[src/conv_settings.svh]
`ifndef CONV_SETTINGS_SVH
`define CONV_SETTINGS_SVH

// frame size in pixels
`define CONV_IMG_W 7
`define CONV_IMG_H 7

// bits per pixel, unsigned
`define CONV_PIX_W 8

`endif

[src/conv_ctrl_pkg.sv]
`include "conv_settings.svh"

package conv_ctrl_pkg;

  // line buffer frame control
  typedef enum logic [1:0] {
    IDLE,
    STREAM,
    FLUSH
  } frame_state_e;

  // row count runs two rows and two pixels past the frame during the flush
  typedef logic [$clog2(`CONV_IMG_H + 3)-1:0] row_cnt_t;

  typedef logic [$clog2(`CONV_IMG_W)-1:0] col_cnt_t;

endpackage

[src/conv_kernel_pkg.sv]
`include "conv_settings.svh"

package conv_kernel_pkg;

  localparam int KTAPS = 25;

  // gauss centre weight is 36, so one bit more than 6
  localparam int COEF_W = 7;

  localparam int SHIFT_W = 4;

  typedef enum logic [1:0] {
    OP_PASS  = 2'd0,
    OP_BOX   = 2'd1,
    OP_GAUSS = 2'd2,
    OP_EDGE  = 2'd3
  } kernel_op_e;

  typedef logic signed [COEF_W-1:0] coef_t;

  typedef coef_t [KTAPS-1:0] coef_set_t;

  // index 0 is top-left, index 24 bottom-right, row major
  typedef logic [KTAPS-1:0][`CONV_PIX_W-1:0] window_t;

endpackage

[src/line_buffer.sv]
`timescale 1ns/1ps
`include "conv_settings.svh"

module line_buffer
  import conv_ctrl_pkg::*;
(
  input  logic                         clk,
  input  logic                         rst_n,
  input  logic [`CONV_PIX_W-1:0]       i_pix,
  input  logic                         i_pix_valid,
  output logic                         o_pix_ready,
  output logic [4:0][`CONV_PIX_W-1:0]  o_col,
  output logic                         o_col_valid,
  input  logic                         i_col_ready,
  input  logic                         i_frame_done,
  output logic                         o_frame_start
);

  frame_state_e            state;
  row_cnt_t                row_cnt;
  col_cnt_t                col_cnt;
  logic                    flush_done;
  logic [`CONV_PIX_W-1:0]  row_mem [4][`CONV_IMG_W];
  logic                    slot_free;
  logic                    pix_take;
  logic                    flush_take;
  logic                    step;
  logic                    last_pix;
  logic                    last_step;
  logic [`CONV_PIX_W-1:0]  new_pix;

  assign slot_free     = !o_col_valid || i_col_ready;
  assign o_pix_ready   = (state != FLUSH) && slot_free;
  assign pix_take      = i_pix_valid && o_pix_ready;
  assign flush_take    = (state == FLUSH) && !flush_done && slot_free;
  assign step          = pix_take || flush_take;
  assign new_pix       = pix_take ? i_pix : '0;
  assign o_frame_start = pix_take && (state == IDLE);

  assign last_pix  = (row_cnt == row_cnt_t'(`CONV_IMG_H - 1)) &&
                     (col_cnt == col_cnt_t'(`CONV_IMG_W - 1));
  // centre of the last window reaches the middle two rows and two pixels later
  assign last_step = (row_cnt == row_cnt_t'(`CONV_IMG_H + 2)) &&
                     (col_cnt == col_cnt_t'(1));

  // column-wise shift of the four stored rows, oldest row at index 0
  always_ff @(posedge clk) begin
    if (step) begin
      for (int k = 0; k < 3; k++) begin
        row_mem[k][col_cnt] <= row_mem[k+1][col_cnt];
      end
      row_mem[3][col_cnt] <= new_pix;
      for (int k = 0; k < 4; k++) begin
        o_col[k] <= row_mem[k][col_cnt];
      end
      o_col[4] <= new_pix;
    end
  end

  always_ff @(posedge clk) begin
    if (!rst_n) begin
      state       <= IDLE;
      row_cnt     <= '0;
      col_cnt     <= '0;
      flush_done  <= 1'b0;
      o_col_valid <= 1'b0;
    end else begin
      if (slot_free) begin
        o_col_valid <= step;
      end
      if (step) begin
        if (col_cnt == col_cnt_t'(`CONV_IMG_W - 1)) begin
          col_cnt <= '0;
          row_cnt <= row_cnt + row_cnt_t'(1);
        end else begin
          col_cnt <= col_cnt + col_cnt_t'(1);
        end
      end
      case (state)
        IDLE: begin
          if (pix_take) begin
            state <= STREAM;
          end
        end
        STREAM: begin
          if (pix_take && last_pix) begin
            state <= FLUSH;
          end
        end
        FLUSH: begin
          if (flush_take && last_step) begin
            flush_done <= 1'b1;
          end
          // wait for the last result to leave before taking a new frame
          if (i_frame_done) begin
            state      <= IDLE;
            row_cnt    <= '0;
            col_cnt    <= '0;
            flush_done <= 1'b0;
          end
        end
        default: state <= IDLE;
      endcase
    end
  end

endmodule

[src/window_pad.sv]
`timescale 1ns/1ps
`include "conv_settings.svh"

module window_pad
  import conv_ctrl_pkg::*;
  import conv_kernel_pkg::*;
(
  input  logic                         clk,
  input  logic                         rst_n,
  input  logic [4:0][`CONV_PIX_W-1:0]  i_col,
  input  logic                         i_col_valid,
  output logic                         o_col_ready,
  output window_t                      o_win,
  output logic                         o_win_valid,
  input  logic                         i_win_ready,
  output logic                         o_win_last
);

  localparam int unsigned PRIME  = 2 * `CONV_IMG_W + 2;
  localparam int unsigned STEPS  = `CONV_IMG_W * `CONV_IMG_H + PRIME;
  localparam int unsigned STEP_W = $clog2(STEPS);

  window_t            shreg;
  logic [STEP_W-1:0]  step_cnt;
  row_cnt_t           ctr_row;
  col_cnt_t           ctr_col;
  logic               take;
  logic               primed;
  logic [4:0]         row_ok;
  logic [4:0]         col_ok;

  assign o_col_ready = !o_win_valid || i_win_ready;
  assign take        = i_col_valid && o_col_ready;
  assign primed      = step_cnt >= STEP_W'(PRIME);
  assign o_win_last  = (ctr_row == row_cnt_t'(`CONV_IMG_H - 1)) &&
                       (ctr_col == col_cnt_t'(`CONV_IMG_W - 1));

  // newest column enters on the right of each window row
  always_ff @(posedge clk) begin
    if (take) begin
      for (int k = 0; k < 5; k++) begin
        for (int j = 0; j < 4; j++) begin
          shreg[k*5+j] <= shreg[k*5+j+1];
        end
        shreg[k*5+4] <= i_col[k];
      end
    end
  end

  always_ff @(posedge clk) begin
    if (!rst_n) begin
      step_cnt    <= '0;
      ctr_row     <= '0;
      ctr_col     <= '0;
      o_win_valid <= 1'b0;
    end else begin
      if (o_col_ready) begin
        o_win_valid <= take && primed;
      end
      if (take) begin
        step_cnt <= (step_cnt == STEP_W'(STEPS - 1)) ? '0 : step_cnt + STEP_W'(1);
        // first full window is centred on pixel (0,0)
        if (step_cnt == STEP_W'(PRIME)) begin
          ctr_row <= '0;
          ctr_col <= '0;
        end else if (primed) begin
          if (ctr_col == col_cnt_t'(`CONV_IMG_W - 1)) begin
            ctr_col <= '0;
            ctr_row <= ctr_row + row_cnt_t'(1);
          end else begin
            ctr_col <= ctr_col + col_cnt_t'(1);
          end
        end
      end
    end
  end

  // tap row k sits at ctr_row + k - 2, tap column j at ctr_col + j - 2
  always_comb begin
    for (int k = 0; k < 5; k++) begin
      row_ok[k] = (int'(ctr_row) + k >= 2) && (int'(ctr_row) + k < `CONV_IMG_H + 2);
      col_ok[k] = (int'(ctr_col) + k >= 2) && (int'(ctr_col) + k < `CONV_IMG_W + 2);
    end
  end

  always_comb begin
    for (int k = 0; k < 5; k++) begin
      for (int j = 0; j < 5; j++) begin
        o_win[k*5+j] = (row_ok[k] && col_ok[j]) ? shreg[k*5+j] : '0;
      end
    end
  end

endmodule

[src/kernel_decode.sv]
`timescale 1ns/1ps

module kernel_decode
  import conv_kernel_pkg::*;
(
  input  logic                clk,
  input  logic                rst_n,
  input  kernel_op_e          i_op,
  input  logic                i_op_load,
  output coef_set_t           o_coef,
  output logic [SHIFT_W-1:0]  o_shift
);

  localparam int KCENTER = KTAPS / 2;
  localparam int GAUSS_W [5] = '{1, 4, 6, 4, 1};

  kernel_op_e op_q;

  always_ff @(posedge clk) begin
    if (!rst_n) begin
      op_q <= OP_PASS;
    end else if (i_op_load) begin
      op_q <= i_op;
    end
  end

  always_comb begin
    o_coef  = '0;
    o_shift = '0;
    case (op_q)
      OP_PASS: begin
        o_coef[KCENTER] = coef_t'(1);
      end
      OP_BOX: begin
        for (int i = 0; i < KTAPS; i++) begin
          o_coef[i] = coef_t'(1);
        end
        o_shift = SHIFT_W'(5);
      end
      OP_GAUSS: begin
        // outer product of the binomial row and column weights
        for (int r = 0; r < 5; r++) begin
          for (int c = 0; c < 5; c++) begin
            o_coef[r*5+c] = coef_t'(GAUSS_W[r] * GAUSS_W[c]);
          end
        end
        o_shift = SHIFT_W'(8);
      end
      OP_EDGE: begin
        for (int i = 0; i < KTAPS; i++) begin
          o_coef[i] = coef_t'(-1);
        end
        o_coef[KCENTER] = coef_t'(24);
      end
      default: o_coef = '0;
    endcase
  end

endmodule

[src/conv_mac.sv]
`timescale 1ns/1ps
`include "conv_settings.svh"

module conv_mac
  import conv_kernel_pkg::*;
(
  input  logic                    clk,
  input  logic                    rst_n,
  input  window_t                 i_win,
  input  logic                    i_win_valid,
  output logic                    o_win_ready,
  input  logic                    i_win_last,
  input  coef_set_t               i_coef,
  input  logic [SHIFT_W-1:0]      i_shift,
  output logic [`CONV_PIX_W-1:0]  o_pix,
  output logic                    o_pix_valid,
  input  logic                    i_pix_ready,
  output logic                    o_pix_last
);

  localparam int PROD_W  = `CONV_PIX_W + 1 + COEF_W;
  localparam int ACC_W   = PROD_W + $clog2(KTAPS);
  localparam int PIX_MAX = (1 << `CONV_PIX_W) - 1;

  logic signed [PROD_W-1:0]  prod_q [KTAPS];
  logic                      v1;
  logic                      last1;
  logic                      adv1;
  logic                      adv2;
  logic signed [ACC_W-1:0]   acc;
  logic signed [ACC_W-1:0]   shifted;
  logic [`CONV_PIX_W-1:0]    pix_d;

  assign adv2        = !o_pix_valid || i_pix_ready;
  assign adv1        = !v1 || adv2;
  assign o_win_ready = adv1;

  // stage one, pixels are unsigned so a zero bit goes on top
  always_ff @(posedge clk) begin
    if (adv1 && i_win_valid) begin
      for (int i = 0; i < KTAPS; i++) begin
        prod_q[i] <= $signed({1'b0, i_win[i]}) * $signed(i_coef[i]);
      end
      last1 <= i_win_last;
    end
  end

  always_comb begin
    acc = '0;
    for (int i = 0; i < KTAPS; i++) begin
      acc = acc + ACC_W'(prod_q[i]);
    end
    shifted = acc >>> i_shift;
    if (shifted < 0) begin
      pix_d = '0;
    end else if (shifted > PIX_MAX) begin
      pix_d = '1;
    end else begin
      pix_d = shifted[`CONV_PIX_W-1:0];
    end
  end

  // stage two
  always_ff @(posedge clk) begin
    if (adv2 && v1) begin
      o_pix      <= pix_d;
      o_pix_last <= last1;
    end
  end

  always_ff @(posedge clk) begin
    if (!rst_n) begin
      v1          <= 1'b0;
      o_pix_valid <= 1'b0;
    end else begin
      if (adv1) begin
        v1 <= i_win_valid;
      end
      if (adv2) begin
        o_pix_valid <= v1;
      end
    end
  end

endmodule

[src/conv_result.sv]
`timescale 1ns/1ps
`include "conv_settings.svh"

module conv_result (
  input  logic                    clk,
  input  logic                    rst_n,
  input  logic [`CONV_PIX_W-1:0]  i_pix,
  input  logic                    i_pix_valid,
  output logic                    o_pix_ready,
  input  logic                    i_pix_last,
  output logic [`CONV_PIX_W-1:0]  o_res,
  output logic                    o_res_valid,
  input  logic                    i_res_ready,
  output logic                    o_res_last,
  output logic                    o_frame_done
);

  assign o_pix_ready  = !o_res_valid || i_res_ready;
  // last result of the frame leaves this cycle
  assign o_frame_done = o_res_valid && i_res_ready && o_res_last;

  always_ff @(posedge clk) begin
    if (o_pix_ready && i_pix_valid) begin
      o_res      <= i_pix;
      o_res_last <= i_pix_last;
    end
  end

  always_ff @(posedge clk) begin
    if (!rst_n) begin
      o_res_valid <= 1'b0;
    end else if (o_pix_ready) begin
      o_res_valid <= i_pix_valid;
    end
  end

endmodule

[src/conv_top.sv]
`timescale 1ns/1ps
`include "conv_settings.svh"

module conv_top
  import conv_kernel_pkg::*;
(
  input  logic                    clk,
  input  logic                    rst_n,
  input  logic [`CONV_PIX_W-1:0]  i_pix,
  input  kernel_op_e              i_op,
  input  logic                    i_pix_valid,
  output logic                    o_pix_ready,
  output logic [`CONV_PIX_W-1:0]  o_res,
  output logic                    o_res_last,
  output logic                    o_res_valid,
  input  logic                    i_res_ready
);

  logic [4:0][`CONV_PIX_W-1:0]  col_pix;
  logic                         col_valid;
  logic                         col_ready;
  logic                         frame_start;
  logic                         frame_done;
  window_t                      win;
  logic                         win_valid;
  logic                         win_ready;
  logic                         win_last;
  coef_set_t                    coef;
  logic [SHIFT_W-1:0]           shift;
  logic [`CONV_PIX_W-1:0]       mac_pix;
  logic                         mac_valid;
  logic                         mac_ready;
  logic                         mac_last;

  line_buffer u_line_buffer (
    .clk           (clk),
    .rst_n         (rst_n),
    .i_pix         (i_pix),
    .i_pix_valid   (i_pix_valid),
    .o_pix_ready   (o_pix_ready),
    .o_col         (col_pix),
    .o_col_valid   (col_valid),
    .i_col_ready   (col_ready),
    .i_frame_done  (frame_done),
    .o_frame_start (frame_start)
  );

  window_pad u_window_pad (
    .clk         (clk),
    .rst_n       (rst_n),
    .i_col       (col_pix),
    .i_col_valid (col_valid),
    .o_col_ready (col_ready),
    .o_win       (win),
    .o_win_valid (win_valid),
    .i_win_ready (win_ready),
    .o_win_last  (win_last)
  );

  kernel_decode u_kernel_decode (
    .clk       (clk),
    .rst_n     (rst_n),
    .i_op      (i_op),
    .i_op_load (frame_start),
    .o_coef    (coef),
    .o_shift   (shift)
  );

  conv_mac u_conv_mac (
    .clk         (clk),
    .rst_n       (rst_n),
    .i_win       (win),
    .i_win_valid (win_valid),
    .o_win_ready (win_ready),
    .i_win_last  (win_last),
    .i_coef      (coef),
    .i_shift     (shift),
    .o_pix       (mac_pix),
    .o_pix_valid (mac_valid),
    .i_pix_ready (mac_ready),
    .o_pix_last  (mac_last)
  );

  conv_result u_conv_result (
    .clk          (clk),
    .rst_n        (rst_n),
    .i_pix        (mac_pix),
    .i_pix_valid  (mac_valid),
    .o_pix_ready  (mac_ready),
    .i_pix_last   (mac_last),
    .o_res        (o_res),
    .o_res_valid  (o_res_valid),
    .i_res_ready  (i_res_ready),
    .o_res_last   (o_res_last),
    .o_frame_done (frame_done)
  );

endmodule

[config.mk]
export PLATFORM = sky130hd
export DESIGN_NAME = conv_top
export DESIGN_NICKNAME = d
export VERILOG_FILES = /design/src/conv_ctrl_pkg.sv /design/src/conv_kernel_pkg.sv /design/src/line_buffer.sv /design/src/window_pad.sv /design/src/kernel_decode.sv /design/src/conv_mac.sv /design/src/conv_result.sv /design/src/conv_top.sv
export VERILOG_INCLUDE_DIRS = /design/src
export SDC_FILE = /design/constraint.sdc
export NUM_CORES = 2
export LEC_CHECK = 0
export ABC_AREA = 1
export BUFFER_PORTS_ARGS = -buffer_cell sky130_fd_sc_hd__buf_2
export CAP_MARGIN = 30
export CORE_ASPECT_RATIO = 1.4
export CORE_MARGIN = 2
export CORE_UTILIZATION = 50
export CTS_BUF_LIST = sky130_fd_sc_hd__clkbuf_2
export DETAILED_ROUTE_END_ITERATION = 10
export PLACE_DENSITY = 0.65
export SLEW_MARGIN = 5
export SYNTH_ARGS = -nofsm -noshare
export SYNTH_HDL_FRONTEND = slang
export SYNTH_SLANG_ARGS = --single-unit
[constraint.sdc]
create_clock -name clk -period 9.9 [get_ports clk]
set_input_delay 0.495 -clock clk [delete_from_list [all_inputs] [get_ports clk]]
set_output_delay 0.495 -clock clk [all_outputs]
set_load 0.05 [all_outputs]
==> impl_metrics.ini <==
[outcome]
outcome = finished clean

[power]
total_power_uw = 9070
vdd_ir_drop_max_mv = 0.143
powerDensity_nw_per_um2 = 101
leakagePower_uw = 0.0446

[sta]
worst_pin_slew_ns = 1.33
max_freq_ghz = 0.111
tns_ns = 0
layout_setup_ws_ns = 0.858
fin_worst_skew_ns = 0.221
slew_headroom_pct = 11.2
setup_viol_count_final = 0
hold_violations = 0
finalCritPeriodShare_pct = 91.3
rsz0062_at_grt = false
fin_crit_ns = 9.04
slew_violations = 0

[worst_setup_path]
rr_worst_depth = 38
path_max_fanout = 8
timing.rr.end = u_conv_mac.o_pix[4]
startpoint_type = flip-flop
crit_required_ns = 11.37
crit_path_top_delay_cell = fa_1
r2r_slack_ns = 0.86
path_common_cell = inv_1
critPathKind = reg -> reg
cp_slowest_stage_delay_ns = 0.56
endpoint_kind = flip-flop
worstPathArrival_ns = 10.51
r2r-start = u_conv_mac.prod_q[0][1]

[logic_synthesis]
synth_edf_count = 883
ys.flop_type = edfxtp_1
async_flop_share_pct = 0
syn_inst = 7965
yosysWarnings = 0
avgSynthCellArea_um2 = 10.5
ys_seq_area_share_pct = 32.4
yosys_register_bits = 914
synth_cell_types = 52
syn_area_um2 = 83800
synth_nets = 10060

[detailed_routing]
post-route-drc-count = 0
drtPass1Iterations = 8
postRouteAntennaNets = 0
drt_iter0_markers = 3387
wl_per_cell_um = 20.8
num_vias = 55535
viasPerCell = 5.24
routed_wl_um = 221000

[floorplanning]
die_area_um2 = 171000
initial_core_util_pct = 50.4
die_h_um = 488
rows = 177
coreArea_um2 = 166000
die_w_um = 350
io_pins = 25

[worst_hold_path]
hold_class = in -> reg
hold_depth = 5
worstHoldEndpoint = u_line_buffer.state[0]
hold_start = i_pix_valid

[clocking]
post-cts-setup-buffer-count = 0
numCtsBuffers = 223
clkSinkCount = 914
root_buffer = clkbuf_2
clockBufferDepth = 3
cts_tree = done
insertion_delay_ns = 1.96
clk_pin_slew_ns = 0.11
htreeDepth = 4

[global_route]
grt_pass1_wl_um = 344000
grt_pass1_vias = 60074
antenna_found_initial = 7
globalRouteOverflowTotal = 0
grt_use_total_pct = 27.0
grt_max_degree = 153

[placed_design]
placed_area_um2 = 86800
hpwlAfterDp_um = 177000
pre_cts_ws_ns = 1.06
io_buffers = 24
gp_congestion = 0.962

[cells_and_area]
postLayoutCellArea_um2 = 89500
multi_input_area_um2 = 49700
final_common_cell = inv_1
regArea_um2 = 27100
fillers = 14747
final_cell_mix = inv_1 (1735), fa_1 (1112), ha_1 (968), nand2_1 (899), edfxtp_1 (883)
layout-drive-gt1-share_pct = 6.01
syn2layout_area_growth_pct = 6.72
nets = 10277

[flow_run]
drv_cap = 0
[power breakdown]
group          internal (µW)  switching (µW)
Combinational            526            1130
Clock                   1020            1730
Sequential              4550             121
[worst max-delay path by stage]
stage | from | end | cells after the start | slack, ns
floorplan | u_conv_result.o_res_valid | u_conv_mac.last1 | 5 | 0.61
global placement | u_conv_mac.prod_q[0][17] | u_conv_mac.o_pix[0] | 38 | 1.09
detailed placement | u_conv_mac.prod_q[0][1] | u_conv_mac.o_pix[2] | 38 | 1.06
CTS | u_conv_mac.prod_q[0][1] | u_conv_mac.o_pix[1] | 38 | 0.84
global route | u_conv_mac.prod_q[0][1] | u_conv_mac.o_pix[1] | 38 | 0.34
finish | u_conv_mac.prod_q[0][1] | u_conv_mac.o_pix[4] | 38 | 0.86
[layout make-up]
| type | instances | share of cell area (%) |
|---|---|---|
| tap | 2237 | 3.13 |
| antenna | 12 | 0.0336 |
| timing repair buffer | 122 | 1.19 |
| clock inverter | 79 | 0.650 |
| clock buffer | 317 | 1.77 |
| inverter | 1749 | 7.36 |
| multi-input combinational | 5172 | 55.5 |
| sequential | 914 | 30.3 |
[routing by layer]
metal | global-route usage [%] | part of all wire, %
met5 | 0 | 0.010
met4 | 14.5 | 5.9
met3 | 4.12 | 5.2
met2 | 47.9 | 51
met1 | 31.3 | 38
[worst max-delay path, delay by kind of cell, from the launching register on]
kind | cells | cell delay [ns]
xor gates and xnor gates | 1 | 0.17
buffers and inverters | 10 | 0.60
AOI/OAI and AO/OA | 7 | 1.45
DFF | 1 | 0.35
and+or+nand+nor | 9 | 1.02
adders and majority gates | 11 | 4.99
[registers in the layout, summed over array words and instances, names as in the netlist, 4 cells and up]
| register | flops |
|---|---|
| u_line_buffer.o_col | 40 |
| u_window_pad.step_cnt | 7 |
| u_conv_mac.prod_q | 400 |
| u_window_pad.shreg | 200 |
| u_line_buffer.row_mem | 224 |
| u_conv_result.o_res | 8 |
| u_line_buffer.row_cnt | 4 |
| u_conv_mac.o_pix | 8 |
| u_window_pad.ctr_row | 4 |
[stage by stage]
| step | cells | hold slack [ns] | util (%) |
|---|---|---|---|
| after CTS | 10587 | 0.0203 | 53.7 |
| after floorplan | 7965 | 0.400 | - |
| after global placement | 10146 | 0.402 | 52.2 |
| after detailed placement | 10150 | 0.405 | 52.2 |
| final | 10602 | 0.227 | 53.8 |
| after global routing | 10601 | 0.0786 | 53.8 |
[synth_stat cells, types with 11 or more instances]
library cell	instances	area, µm²
nand4_1	14	87.6
nand2_1	900	3380
nand3_1	218	1090
inv_1	1739	6530
edfxtp_1	883	26500
xnor2_1	81	709
buf_1	14	52.6
o211ai_1	55	413
o21bai_1	15	113
ha_1	969	12100
nor2_2	16	100
xor2_1	245	2150
a21o_1	11	82.6
o2111ai_1	22	193
o311ai_0	16	140
dfxtp_1	31	621
a21oi_1	404	2020
fa_1	1112	22300
o21ai_0	179	896
nor2_1	814	3060
clkbuf_1	100	375
nor3_1	18	90.1
[cell families (layout without fill, tap and decap cells)]
| logic type | after synthesis | after routing | synth area share (%) |
|---|---|---|---|
| buffers and inverters | 1879 | 2267 | 8.47 |
| XOR/XNOR | 326 | 326 | 3.41 |
| flip-flops | 914 | 914 | 32.4 |
| other | 0 | 12 | 0 |
| AND/OR/NAND/NOR | 2025 | 2025 | 9.81 |
| AO/OA/AOI/OAI | 740 | 740 | 4.92 |
| adder cells (fa/ha/maj) | 2081 | 2081 | 41.0 |
[repair_timing]
action                                 4_1_cts  5_1_grt
resized for setup                            0        0
hold buffers                                41        0
setup endpoints to repair                    0        0
endpoints found under the hold margin      400        0
Note: power is estimated with default switching activity, not from simulation.
